===== src/logic/user_flag_pkg.sv =====
// Layout of the source user field: shim-local flags and device flags
package user_flag_pkg;

    // The user field is laid out as { device flags, local flags }.
    // Local flags steer behaviour inside the shim only and are
    // handed back to the source with the response

    // Number of low user bits that never reach the device
    localparam int LOCAL_FLAG_WIDTH = 2;

    // First user bit that is forwarded to the device
    localparam int DEV_FLAG_START = LOCAL_FLAG_WIDTH;

    // Vector holding the local flag bits alone
    typedef logic [LOCAL_FLAG_WIDTH-1:0] local_flags_t;

endpackage


===== src/logic/axi_mem_pkg.sv =====
// AXI field widths and vector types for IDs, addresses, data and user fields
package axi_mem_pkg;

    // The accelerator side issues IDs wider than the device can carry
    localparam int SRC_ID_WIDTH = 6;

    // The native device returns only this many low ID bits
    localparam int SINK_ID_WIDTH = 4;

    // Full user width seen on the accelerator side
    localparam int USER_WIDTH = 8;

    localparam int ADDR_WIDTH = 16;
    localparam int DATA_WIDTH = 32;

    // Source-side transaction ID, returned intact with each response
    typedef logic [SRC_ID_WIDTH-1:0] src_id_t;

    // Device-side transaction ID, the low part of src_id_t
    typedef logic [SINK_ID_WIDTH-1:0] sink_id_t;

    // Source-side user field, local flags in the low bits
    typedef logic [USER_WIDTH-1:0] user_t;

    // Byte address, forwarded unchanged
    typedef logic [ADDR_WIDTH-1:0] addr_t;

    // One beat of read or write data
    typedef logic [DATA_WIDTH-1:0] data_t;

endpackage

===== src/logic/resp_meta_if.sv =====
// Metadata FIFO link: enqueue side and head between a FIFO and the merge block
interface resp_meta_if #(
    // Depth of the FIFO behind this link
    parameter int ENTRIES = 16
);

    // Enqueue side, pulsed on an accepted address handshake
    logic                     enq;
    axi_mem_pkg::src_id_t     enq_id;
    axi_mem_pkg::user_t       enq_user;

    // Level, high while at least one entry is free
    logic                     not_full;

    // Oldest outstanding request and its release strobe
    axi_mem_pkg::src_id_t     head_id;
    axi_mem_pkg::user_t       head_user;
    logic                     deq;

    // FIFO side
    modport store (
        input  enq, enq_id, enq_user, deq,
        output not_full, head_id, head_user
    );

    // Merge block side
    modport track (
        output enq, enq_id, enq_user, deq,
        input  not_full, head_id, head_user
    );

endinterface


===== src/logic/axi_mem_user_ext.sv =====
// AXI memory user and ID extension shim: two metadata FIFOs and the merge block
module axi_mem_user_ext #(
    // Width of the device flags the sink accepts
    parameter int FIM_USER_WIDTH = 4,
    // Outstanding reads and writes that can be tracked
    parameter int RD_ENTRIES = 16,
    parameter int WR_ENTRIES = 16
) (
    input  logic                        clk,
    input  logic                        rst,

    // Accelerator-side master
    input  logic                        src_arvalid,
    output logic                        src_arready,
    input  axi_mem_pkg::src_id_t        src_arid,
    input  axi_mem_pkg::addr_t          src_araddr,
    input  axi_mem_pkg::user_t          src_aruser,
    output logic                        src_rvalid,
    input  logic                        src_rready,
    output axi_mem_pkg::src_id_t        src_rid,
    output axi_mem_pkg::data_t          src_rdata,
    output logic                        src_rlast,
    output axi_mem_pkg::user_t          src_ruser,

    input  logic                        src_awvalid,
    output logic                        src_awready,
    input  axi_mem_pkg::src_id_t        src_awid,
    input  axi_mem_pkg::addr_t          src_awaddr,
    input  axi_mem_pkg::user_t          src_awuser,
    input  logic                        src_wvalid,
    output logic                        src_wready,
    input  axi_mem_pkg::data_t          src_wdata,
    input  logic                        src_wlast,
    output logic                        src_bvalid,
    input  logic                        src_bready,
    output axi_mem_pkg::src_id_t        src_bid,
    output axi_mem_pkg::user_t          src_buser,

    // Native memory device
    output logic                        sink_arvalid,
    input  logic                        sink_arready,
    output axi_mem_pkg::sink_id_t       sink_arid,
    output axi_mem_pkg::addr_t          sink_araddr,
    output logic [FIM_USER_WIDTH-1:0]   sink_aruser,
    input  logic                        sink_rvalid,
    output logic                        sink_rready,
    input  axi_mem_pkg::sink_id_t       sink_rid,
    input  axi_mem_pkg::data_t          sink_rdata,
    input  logic                        sink_rlast,

    output logic                        sink_awvalid,
    input  logic                        sink_awready,
    output axi_mem_pkg::sink_id_t       sink_awid,
    output axi_mem_pkg::addr_t          sink_awaddr,
    output logic [FIM_USER_WIDTH-1:0]   sink_awuser,
    output logic                        sink_wvalid,
    input  logic                        sink_wready,
    output axi_mem_pkg::data_t          sink_wdata,
    output logic                        sink_wlast,
    input  logic                        sink_bvalid,
    output logic                        sink_bready,
    input  axi_mem_pkg::sink_id_t       sink_bid
);

    // One metadata link per channel
    resp_meta_if #(.ENTRIES(RD_ENTRIES)) rd_meta ();
    resp_meta_if #(.ENTRIES(WR_ENTRIES)) wr_meta ();

    // Read requests retire when their last R beat is taken
    resp_meta_fifo #(
        .ENTRIES (RD_ENTRIES)
    ) rd_fifo (
        .clk  (clk),
        .rst  (rst),
        .meta (rd_meta.store)
    );

    // Write requests retire with their B response
    resp_meta_fifo #(
        .ENTRIES (WR_ENTRIES)
    ) wr_fifo (
        .clk  (clk),
        .rst  (rst),
        .meta (wr_meta.store)
    );

    // All AXI channel ports share names with the top level
    axi_user_ext_merge #(
        .FIM_USER_WIDTH (FIM_USER_WIDTH)
    ) merge (
        .rd (rd_meta.track),
        .wr (wr_meta.track),
        .*
    );

endmodule


===== src/logic/axi_user_ext_merge.sv =====
// Channel wiring, ready gating, user forwarding and response ID/user rebuild
module axi_user_ext_merge #(
    // Width of the device flags carried by the sink user field
    parameter int FIM_USER_WIDTH = 4
) (
    // Clock and reset of the shim; this block's own paths are combinational
    input  logic                        clk,
    input  logic                        rst,

    resp_meta_if.track                  rd,
    resp_meta_if.track                  wr,

    // Source AR and R
    input  logic                        src_arvalid,
    output logic                        src_arready,
    input  axi_mem_pkg::src_id_t        src_arid,
    input  axi_mem_pkg::addr_t          src_araddr,
    input  axi_mem_pkg::user_t          src_aruser,
    output logic                        src_rvalid,
    input  logic                        src_rready,
    output axi_mem_pkg::src_id_t        src_rid,
    output axi_mem_pkg::data_t          src_rdata,
    output logic                        src_rlast,
    output axi_mem_pkg::user_t          src_ruser,

    // Source AW, W and B
    input  logic                        src_awvalid,
    output logic                        src_awready,
    input  axi_mem_pkg::src_id_t        src_awid,
    input  axi_mem_pkg::addr_t          src_awaddr,
    input  axi_mem_pkg::user_t          src_awuser,
    input  logic                        src_wvalid,
    output logic                        src_wready,
    input  axi_mem_pkg::data_t          src_wdata,
    input  logic                        src_wlast,
    output logic                        src_bvalid,
    input  logic                        src_bready,
    output axi_mem_pkg::src_id_t        src_bid,
    output axi_mem_pkg::user_t          src_buser,

    // Sink AR and R
    output logic                        sink_arvalid,
    input  logic                        sink_arready,
    output axi_mem_pkg::sink_id_t       sink_arid,
    output axi_mem_pkg::addr_t          sink_araddr,
    output logic [FIM_USER_WIDTH-1:0]   sink_aruser,
    input  logic                        sink_rvalid,
    output logic                        sink_rready,
    input  axi_mem_pkg::sink_id_t       sink_rid,
    input  axi_mem_pkg::data_t          sink_rdata,
    input  logic                        sink_rlast,

    // Sink AW, W and B
    output logic                        sink_awvalid,
    input  logic                        sink_awready,
    output axi_mem_pkg::sink_id_t       sink_awid,
    output axi_mem_pkg::addr_t          sink_awaddr,
    output logic [FIM_USER_WIDTH-1:0]   sink_awuser,
    output logic                        sink_wvalid,
    input  logic                        sink_wready,
    output axi_mem_pkg::data_t          sink_wdata,
    output logic                        sink_wlast,
    input  logic                        sink_bvalid,
    output logic                        sink_bready,
    input  axi_mem_pkg::sink_id_t       sink_bid
);

    localparam int SID_W = axi_mem_pkg::SINK_ID_WIDTH;
    localparam int DEV_LO = user_flag_pkg::DEV_FLAG_START;

    axi_mem_pkg::src_id_t merged_rid;
    axi_mem_pkg::src_id_t merged_bid;

    // Requests go down with the ID cut to the device width and only the
    // device flag slice of the user. A request is held back while its
    // FIFO has no room to record it
    assign sink_arvalid = src_arvalid;
    assign src_arready  = sink_arready && rd.not_full;
    assign sink_arid    = src_arid[SID_W-1:0];
    assign sink_araddr  = src_araddr;
    assign sink_aruser  = src_aruser[DEV_LO +: FIM_USER_WIDTH];

    assign sink_awvalid = src_awvalid;
    assign src_awready  = sink_awready && wr.not_full;
    assign sink_awid    = src_awid[SID_W-1:0];
    assign sink_awaddr  = src_awaddr;
    assign sink_awuser  = src_awuser[DEV_LO +: FIM_USER_WIDTH];

    // Write data beats carry no metadata
    assign sink_wvalid = src_wvalid;
    assign src_wready  = sink_wready;
    assign sink_wdata  = src_wdata;
    assign sink_wlast  = src_wlast;

    // Record full ID and user on every accepted address
    assign rd.enq      = src_arvalid && src_arready;
    assign rd.enq_id   = src_arid;
    assign rd.enq_user = src_aruser;
    assign wr.enq      = src_awvalid && src_awready;
    assign wr.enq_id   = src_awid;
    assign wr.enq_user = src_awuser;

    // A read entry retires on its last beat, so all beats share one head
    assign rd.deq = src_rvalid && src_rready && src_rlast;
    assign wr.deq = src_bvalid && src_bready;

    // High ID bits come from the FIFO, low bits from the device
    always_comb
    begin
        merged_rid = rd.head_id;
        merged_rid[SID_W-1:0] = sink_rid;
        merged_bid = wr.head_id;
        merged_bid[SID_W-1:0] = sink_bid;
    end

    assign src_rvalid  = sink_rvalid;
    assign sink_rready = src_rready;
    assign src_rid     = merged_rid;
    assign src_rdata   = sink_rdata;
    assign src_rlast   = sink_rlast;
    assign src_ruser   = rd.head_user;

    assign src_bvalid  = sink_bvalid;
    assign sink_bready = src_bready;
    assign src_bid     = merged_bid;
    assign src_buser   = wr.head_user;

endmodule


===== src/logic/resp_meta_fifo.sv =====
// In-order FIFO holding the source ID and user of each outstanding request
module resp_meta_fifo #(
    parameter int ENTRIES = 16
) (
    input logic          clk,
    input logic          rst,
    resp_meta_if.store   meta
);

    localparam int PTR_WIDTH = (ENTRIES > 1) ? $clog2(ENTRIES) : 1;
    localparam int CNT_WIDTH = $clog2(ENTRIES + 1);
    localparam int ENTRY_WIDTH = axi_mem_pkg::SRC_ID_WIDTH + axi_mem_pkg::USER_WIDTH;

    typedef logic [PTR_WIDTH-1:0]   ptr_t;
    typedef logic [CNT_WIDTH-1:0]   count_t;
    typedef logic [ENTRY_WIDTH-1:0] entry_t;

    // Each entry is { id, user } of one request
    entry_t mem [ENTRIES];

    ptr_t   wr_ptr;
    ptr_t   rd_ptr;
    count_t count;

    logic   do_enq;
    logic   do_deq;

    // Pointers wrap at ENTRIES, which need not be a power of two
    function automatic ptr_t next_ptr(input ptr_t p);
        ptr_t n;
        if (p == ptr_t'(ENTRIES - 1))
            n = '0;
        else
            n = p + 1'b1;
        return n;
    endfunction

    // A push while full or a pop while empty is dropped
    assign do_enq = meta.enq && meta.not_full;
    assign do_deq = meta.deq && (count != '0);

    assign meta.not_full = (count != count_t'(ENTRIES));

    // Head shows the oldest entry; stale data while empty is never consumed
    assign {meta.head_id, meta.head_user} = mem[rd_ptr];

    always_ff @(posedge clk)
    begin
        if (do_enq)
            mem[wr_ptr] <= {meta.enq_id, meta.enq_user};
    end

    always_ff @(posedge clk)
    begin
        if (rst)
        begin
            wr_ptr <= '0;
            rd_ptr <= '0;
            count  <= '0;
        end
        else
        begin
            if (do_enq)
                wr_ptr <= next_ptr(wr_ptr);
            if (do_deq)
                rd_ptr <= next_ptr(rd_ptr);

            // Occupancy holds when a push and a pop meet in one cycle
            case ({do_enq, do_deq})
                2'b10:   count <= count + 1'b1;
                2'b01:   count <= count - 1'b1;
                default: count <= count;
            endcase
        end
    end

endmodule


===== config.mk =====
export PLATFORM = sky130hd
export DESIGN_NAME = axi_mem_user_ext
export DESIGN_NICKNAME = d
export VERILOG_FILES = /design/src/logic/user_flag_pkg.sv /design/src/logic/axi_mem_pkg.sv /design/src/logic/resp_meta_if.sv /design/src/logic/axi_mem_user_ext.sv /design/src/logic/axi_user_ext_merge.sv /design/src/logic/resp_meta_fifo.sv
export SDC_FILE = /design/constraint.sdc
export NUM_CORES = 1
export LEC_CHECK = 0
export ABC_AREA = 1
export BUFFER_PORTS_ARGS = -buffer_cell sky130_fd_sc_hd__buf_2
export CORE_AREA = 2 2 182 184
export DETAILED_ROUTE_END_ITERATION = 16
export DIE_AREA = 0 0 184 186
export PLACE_DENSITY = 0.83
export SKIP_CTS_REPAIR_TIMING = 1
export SLEW_MARGIN = 10
export SYNTH_ARGS = -nofsm -noshare
export SYNTH_HDL_FRONTEND = slang
export SYNTH_SLANG_ARGS = --single-unit

===== constraint.sdc =====
create_clock -name clk -period 4.1 [get_ports clk]
set_input_delay 0.205 -clock clk [delete_from_list [all_inputs] [get_ports clk]]
set_output_delay 0.205 -clock clk [all_outputs]
set_load 0.1 [all_outputs]

==> metrics.txt, run 1 <==
layout cells sized above 1=between 10% and 20%; most numerous cell in the Yosys netlist=edfxtp_1; delay-heaviest family, CP=flip-flops; via count=approximately 10,000; pin count of the biggest net entering global routing=86; Max FO, Critical Path=58; top_reg_cell synth=edfxtp_1; Worst EP arrival=3070 ps; crit path kind=reg -> out; # placed instances=1,735; Mapped Cells=1,452; CTS max path bufs=3; FMAX=0.305 GHz; Core Area=32,200 sq um; Die Y=186 um; Max Cap Viol=0; Yosys top cell by area=edfxtp_1; startpoint types=flop; Syn Area/Cell=11.1 sq um; DP HPWL=around 24,000 um; leak pwr=6.20 nW; period utilization=79.9%; CP max-delay cell=dfxtp_2; mapped cell area=16,200 sq um; first-pass GRT wire length=55,300 um; antenna-violating nets left=0; Slew @ Worst Pin=1220 ps; power density over the cells=between 400 and 500 nW/um^2; Global Route Usage Sum=21.5%; initial antenna violation count=2; total wire length=37,100 um; DRT iter0 DRCs=1,015; post-DR vias/cell=5.62; cell mode on critical path=nand3_1; crit path buf inv count=2; DRC Markers=0; sequential area share after synthesis=63.6%; die area=34,200 sq um; async set or reset register ratio after synthesis=0%; normalized max-slew margin=18.2%; Synth Net Count=about 1,600; wire per inst=approximately 21 um; Clock Sinks=354; status=finished, final reports clean; Area Growth Syn to Fin=3.91%; Die Wd=between 150 and 200 um; Power, Total=around 8.3 mW; WHS=44.3 ps; FF+latch count, synth=354; fin area=between 15,000 and 20,000 sq um; clk slew on worst S/H paths=60 ps; Worst Skew=32.2 ps; CTS Root Cell=clkbuf_16; Placed Area=15,700 sq um; CP Capture Type=output port; top cell type's share of synthesized area=between 50% and 60%; CTS tree=done; final setup vio count=0; Post-Route Setup TNS=0 ps; fin nets=1,529; Period minus WS final=3270 ps; Post-Layout Cell Count=1,799; slowest stage delay, CP=1060 ps; Clock Latency Late Sink=between 500 and 600 ps; Post-synth top cells=edfxtp_1 (320), inv_1 (209), nand2_1 (181); RD Place Congestion=between 0.8 and 0.9; IO Count=a little under 300; final hold vios=0; CTS buffer count=36; First-pass DRT Iterations=8; vias in the first global route=9,691; Slew Limit Fails=0; RSZ-0062 raised after global routing=false; YS warnings=0; Yosys cell types=29; # H-tree levels=2; input/output buffers=67; gr ovfl total=0; Critical Path RT=approximately 3900 ps; top post-synthesis cells by area=edfxtp_1 (59%), buf_4 (6.2%), inv_1 (4.8%); CP Cell Sequence=buf_4 > o211ai_1 > nand3_1 > nand3_1 > nand2_1 > buf_2; Initial Util=around 50%; Hold Crit Class=in -> reg; peak supply drop=0.494 mV; number of flops mapped to enable cells by yosys=320; row count=66
## through the flow
step | setup WS (ps) | utilization (%)
floorplan | 2170 | -
global placement | 1560 | 48.6
detailed placement | 1510 | 48.6
CTS | 859 | 52.2
global route | 719 | 52.2
finish | 826 | 52.2
## power breakdown
part | internal (mW) | total (mW) | switching [mW]
Sequential | 3.98 | 4.09 | 0.107
Clock | 1.78 | 3.14 | 1.36
Combinational | 0.258 | 1.08 | 0.823
Total | 6.02 | 8.32 | 2.29
## worst paths after layout
check                                        from                  to  slack [ps]  cells after the start
worst max register to register   rd_fifo.count[1]   rd_fifo.mem[6][6]        1630                      6
worst max-delay path                         flop        src_buser[2]         830                      6
worst min register to register  wr_fifo.rd_ptr[1]                flop         490                      2
worst min-delay path                  src_arid[4]  rd_fifo.mem[7][12]          40                      1
## per-layer routing
metal	global-route usage, %	share of wire, %	vias up
met1	24.1	34	4735
met5	0	0.022	-
met4	10.5	4.3	2
li1	-	-	4662
met2	36.9	49	598
met3	7.22	12	115
## registers in the layout, indices dropped and copies added (netlist names), named ones only
signal          flops
rd_fifo.count       5
rd_fifo.mem       160
rd_fifo.rd_ptr      4
rd_fifo.wr_ptr      4
wr_fifo.count       5
wr_fifo.mem       160
wr_fifo.rd_ptr      4
wr_fifo.wr_ptr      4
## cell usage in the layout (no fill, tap or decap), drive strengths merged
| master | count |
|---|---|
| a21oi | 98 |
| buf | 75 |
| o211ai | 80 |
| clkbuf | 45 |
| and3 | 1 |
| xor2 | 9 |
| clkinv | 17 |
| nand4 | 4 |
| xnor2 | 2 |
| o21bai | 2 |
| clkinvlp | 3 |
| diode | 1 |
| nand2 | 181 |
| ha | 18 |
| nand3b | 2 |
| nor2 | 53 |
| nand3 | 144 |
| dfxtp | 34 |
| o21ai | 89 |
| inv | 211 |
| nor3 | 2 |
| edfxtp | 320 |
## worst reg2reg max path, stage by stage (launching register included)
cell	delay (ps)
dfxtp_1	380
inv_1	80
nand4_1	140
nand3_2	220
inv_2	220
nand2_1	170
nor2_1	890
## logic make-up after synthesis
logic type / synth area share (%)
AND/OR/NAND/NOR: 10.3
AO/OA/AOI/OAI: 10.2
buffers and inverters: 13.9
XOR/XNOR: 0.596
flip-flops: 63.6
adder cells (fa/ha/maj): 1.39
## area by class of cell
type                    count  area [sq um]
repair buffers             75           408
clock inverters            18           133
flip-flops and latches    354         10300
fillers                  2570         15400
clock buffers              45          1020
diodes                      1          2.50
inverters                 213           800
well taps                 408           510
multi-input cells         685          3640
No activity file was read; power rests on OpenSTA's default activity.
==> inputs of run 2 (changes only) <==
--- a/config.mk
+++ b/config.mk
@@ -10,7 +10,7 @@
 export CORE_AREA = 2 2 182 184
 export DETAILED_ROUTE_END_ITERATION = 16
 export DIE_AREA = 0 0 184 186
-export PLACE_DENSITY = 0.83
+export PLACE_DENSITY = 0.86
 export SKIP_CTS_REPAIR_TIMING = 1
 export SLEW_MARGIN = 10
 export SYNTH_ARGS = -nofsm -noshare
==> constraint.sdc (replaced) <==
create_clock -name clk -period 2.98 [get_ports clk]
set_input_delay 0.149 -clock clk [delete_from_list [all_inputs] [get_ports clk]]
set_output_delay 0.149 -clock clk [all_outputs]
set_load 0.1 [all_outputs]
==> metrics.txt, run 2 (synthesis results as in run 1) <==
first-pass GRT wire length=56,700 um (+2.5%); Global Route Usage Sum=21.8% (+0.34 points); CTS Root Cell=clkbuf_16; DP HPWL=24,400 um (+2.3%); WHS=13.2 ps (-31.1 ps); RSZ-0062 raised after global routing=false; post-DR vias/cell=5.56 (-1.2%); normalized max-slew margin=50.1% (+32 points); most common cell after layout, fill and taps aside=edfxtp_1; Power, Total=11.4 mW (+37%); input/output buffers=67 (unchanged); Max FO, Critical Path=57 (-1.7%); FMAX=between 0.3 and 0.4 GHz; Power Internal=8.26 mW (+37%); total wire length=37,300 um (+0.45%); IO Count=298 (unchanged); number of inserted diodes=0 (-1); final setup vio count=0 (unchanged); pin count of the biggest net entering global routing=105 (+22%); Post-Layout Cell Count=1,834 (+1.9%); Core Area=32,200 sq um (unchanged); DP Worst Slack=378 ps (-1130 ps); status=finished, final reports clean; CP Capture Type=output port; Clock Sinks=354 (unchanged); DRC Markers=0 (unchanged); Clk pwr share=37.2% (-0.6 points); Area Growth Syn to Fin=5.38%; Die Wd=184 um (unchanged); antenna-violating nets left=0 (unchanged); # placed instances=1,770 (+2.0%); crit path kind=reg -> out; Hold Crit Class=in -> reg; Worst Skew=23.8 ps (-8.39 ps); gr ovfl total=0 (unchanged); layout cells sized above 1=13.0% (+1.7 points); P_sw=3.12 mW (+36%); Critical Path RT=2830 ps (-1060 ps); clk slew on worst S/H paths=60 ps (about the same); Clock Latency Late Sink=520 ps (-20 ps); Flop pwr share=49.0% (-0.2 points); CTS buffer count=36 (unchanged); vias in the first global route=9,852 (+1.7%); initial antenna violation count=2 (unchanged); startpoint types=flop; die area=34,200 sq um (unchanged); RD Place Congestion=0.851 (+3.1%); DRT iter0 DRCs=975 (-3.9%); CTS max path bufs=3 (unchanged); # H-tree levels=2 (unchanged); peak supply drop=0.598 mV (+21%); via count=10,188 (+0.75%); final hold vios=0 (unchanged); fin area=17,000 sq um (+1.4%); power density over the cells=668 nW/um^2 (+35%); fin nets=1,564 (+2.3%); Worst EP arrival=2600 ps (-470 ps); Sw Share=27.4% (-0.16 points); row count=66 (unchanged); wire per inst=20.3 um (-1.5%); Slew Limit Fails=0 (unchanged); CTS tree=done; Initial Util=50.2% (unchanged); most frequent cells in the layout=edfxtp_1 (320), inv_1 (209), nand2_1 (181); First-pass DRT Iterations=6 (-2); Slew @ Worst Pin=748 ps (-474 ps); power share of the combinational group=13.7% (+0.7 points); final setup margin=231 ps (-595 ps); Max Cap Viol=0 (unchanged); Util after Layout=52.9% (+0.74 points); biggest regs=rd_fifo.mem x160, wr_fifo.mem x160; Post-Route Setup TNS=0 ps (unchanged); Placed Area=15,900 sq um (+1.8%); Die Y=186 um (unchanged); period utilization=92.2%; Period minus WS final=2750 ps; leak pwr=6.36 nW (+2.6%)
run 2: power groups by stage:
| stage | Combinational [mW] | Clock (mW) | Sequential [mW] |
|---|---|---|---|
| 6_report | 1.56 | 4.24 | 5.58 |
| 2_1_floorplan | 2.05 | 0 | 5.62 |
| 5_1_grt | 1.70 | 4.50 | 5.59 |
| 3_5_place_dp | 1.54 | 0 | 5.68 |
| 3_3_place_gp | 1.50 | 0 | 5.68 |
| 4_1_cts | 1.56 | 4.29 | 5.58 |
run 2: final cells by class:
type	instances	area (sq um)
clock inverter	16	126
fill	2507	15200
multi-input combinational	685	3640
sequential	354	10300
inverter	213	800
tap	408	510
timing repair buffer	110	696
clock buffer	48	977
run 2: worst paths after layout:
path | startpoint | end | slack, ps | cells past startpoint
worst max-delay path | flop | src_buser[1] | 230 | 6
worst min-delay path | src_awuser[6] | wr_fifo.mem[2][6] | 10 | 1
worst max register to register | wr_fifo.count[0] | wr_fifo.count[4] | 630 | 16
worst min register to register | wr_fifo.rd_ptr[1] | flop | 510 | 2
run 2: worst max-delay path: stages, from the launching register on:
cell     delay [ps]
dfxtp_4         710
buf_4           420
o21ai_0         190
nand3_1         130
nand3_1          90
nand2_1         100
buf_2           430
run 2: layer usage:
layer | wire length [um] | global-route usage [%] | vias up
met5 | 21 | 0 | -
met4 | 1800 | 11.2 | 4
met3 | 4500 | 7.65 | 132
met2 | 18500 | 37.2 | 622
met1 | 12400 | 24.2 | 4700
li1 | - | - | 4730
==> inputs of run 3 (changes only) <==
==> constraint.sdc (replaced) <==
create_clock -name clk -period 2.98 [get_ports clk]
set_input_delay 0.745 -clock clk [delete_from_list [all_inputs] [get_ports clk]]
set_output_delay 0.745 -clock clk [all_outputs]
set_load 0.1 [all_outputs]
==> metrics.txt, run 3 (synthesis results as in run 1) <==
status=finished, final reports clean; antenna-violating nets left=0 (unchanged); multi-input logic area=3640 sq um (unchanged); CP Capture Type=output port; most frequent cells in the layout=edfxtp_1 (320), inv_1 (208), nand2_1 (181); Worst R2R Start=wr_fifo.count[0]; Core Area=32,200 sq um (unchanged); startpoint types=flop; CP Cell Sequence=clkinvlp_4 > nand3_1 > nand2_1 > buf_12; routed wl met2=20,000 um (+7.8%); WHS Path Cells=2 (+1); period utilization=97.6% (+5.4 points); met1 WL=13,000 um (+4.7%); fill count=2,494 (-0.52%); peak supply drop=0.528 mV (-12%); Hold Startpoint=wr_fifo.rd_ptr[1]; worst reg-to-reg path cell count=16 (unchanged); via count=10,319 (+1.3%); clk slew on worst S/H paths=60 ps (about the same); power density over the cells=669 nW/um^2 (+0.21%); initial antenna violation count=3 (+1); Area Growth Syn to Fin=8.01%; post-DR vias/cell=5.61 (+1.0%); pin count of the biggest net entering global routing=81 (-23%); Global Route Usage Sum=22.0% (+0.17 points); biggest regs=rd_fifo.mem x160, wr_fifo.mem x160; normalized max-slew margin=46.5% (-3.6 points); most common cell after layout, fill and taps aside=edfxtp_1; Util after Layout=54.3% (+1.3 points); Clock Latency Late Sink=530 ps (about the same); DRC Markers=0 (unchanged); DRT iter0 DRCs=923 (-5.3%); Die Wd=184 um (unchanged); first-pass GRT wire length=57,200 um (+0.88%); total wire length=38,400 um (+3.1%); First-pass DRT Iterations=5 (-1); final hold vios=0 (unchanged); register area=10,300 sq um (about the same); R2R Path End=wr_fifo.count[4]; vias in the first global route=10,116 (+2.7%); Slew Limit Fails=0 (unchanged); crit path kind=reg -> out; Max FO, Critical Path=11 (-81%); Initial Util=50.2% (unchanged); # H-tree levels=2 (unchanged); row count=66 (unchanged); IO Count=298 (unchanged); layout cells sized above 1=13.1% (+0.10 points); CP max-delay cell=dfxtp_1; FMAX=0.344 GHz (-5.5%); met3 WL=4010 um (-11%); CTS tree=done; wire per inst=20.9 um (+2.8%); input/output buffers=67 (unchanged); gr ovfl total=0 (unchanged); die area=34,200 sq um (unchanged); Power, Total=11.7 mW (+2.7%); Clock Sinks=354 (unchanged); Slew @ Worst Pin=801 ps (+53.7 ps); Die Y=186 um (unchanged); Critical Path RT=2240 ps (-590 ps); final setup vio count=0 (unchanged); Worst EP arrival=2160 ps (-440 ps); reg-to-reg setup timing slack=700 ps (+70 ps); fin nets=1,570 (+0.38%); Hold Crit Class=reg -> reg; Period minus WS final=2910 ps (+161 ps); DP HPWL=25,500 um (+4.5%); Max Cap Viol=0 (unchanged); CTS Root Cell=clkbuf_16; RD Place Congestion=0.892 (+4.7%); CTS max path bufs=3 (unchanged); leak pwr=6.52 nW (+2.5%); CTS buffer count=37 (+2.8%); Worst Skew=35.2 ps (+11.4 ps); slowest stage delay, CP=660 ps (-50 ps); Top Layer Used=met5
[run 3: cell types whose count changed in the layout (fill, tap and decap cells not counted), sizes merged]
cell      delta
diode        +1
buf          +5
clkinvlp     -1
bufinv       +1
clkinv       -4
clkbuf       +5
inv          -2
[run 3: worst max-delay path by stage]
stage / endpoint / cells after the start
2_1_floorplan: src_rid[4] / 8
3_3_place_gp: rd_fifo.count[4] / 16
3_5_place_dp: rd_fifo.count[4] / 16
4_1_cts: src_buser[3] / 7
5_1_grt: src_buser[7] / 4
6_report: src_buser[3] / 4
[run 3: through the flow]
| stage | hold slack (ps) | TNS (ps) | setup WS (ps) | area, sq um | std cells |
|---|---|---|---|---|---|
| finish | 519 | 0 | 70.2 | 17500 | 1839 |
| global placement | 481 | 0 | 467 | 16300 | 1772 |
| global route | 541 | -1.20 | -1.20 | 17500 | 1839 |
| floorplan | 459 | 0 | 599 | 16200 | 1452 |
| detailed placement | 489 | 0 | 347 | 16300 | 1772 |
| CTS | 503 | -158 | -78.2 | 17400 | 1835 |
[run 3: layout make-up]
type	count	share of cell area [%]
diodes	1	0.0143
clock buffers	53	5.64
clock inverters	10	0.773
inverters	213	4.62
multi-input cells	685	20.8
flip-flops and latches	354	58.9
well taps	408	2.92
repair buffers	115	6.27
[run 3: where the power goes]
part           internal (mW)  total [mW]  switching [mW]
registers               5.48        5.55          0.0689
logic                  0.572        1.84            1.27
clock network           2.49        4.30            1.81
total                   8.54        11.7            3.15
[run 3: worst max-delay path, delay by kind of cell (launching register included)]
kind	cells	cell delay, ps
flops	1	660
buf+inv	2	610
simple gates	2	360
[run 3: routing by layer]
layer,GRT usage (%),up-vias
met5,0,-
met2,40.0,546
met1,23.8,4916
li1,-,4749
met4,9.12,4
met3,6.71,104
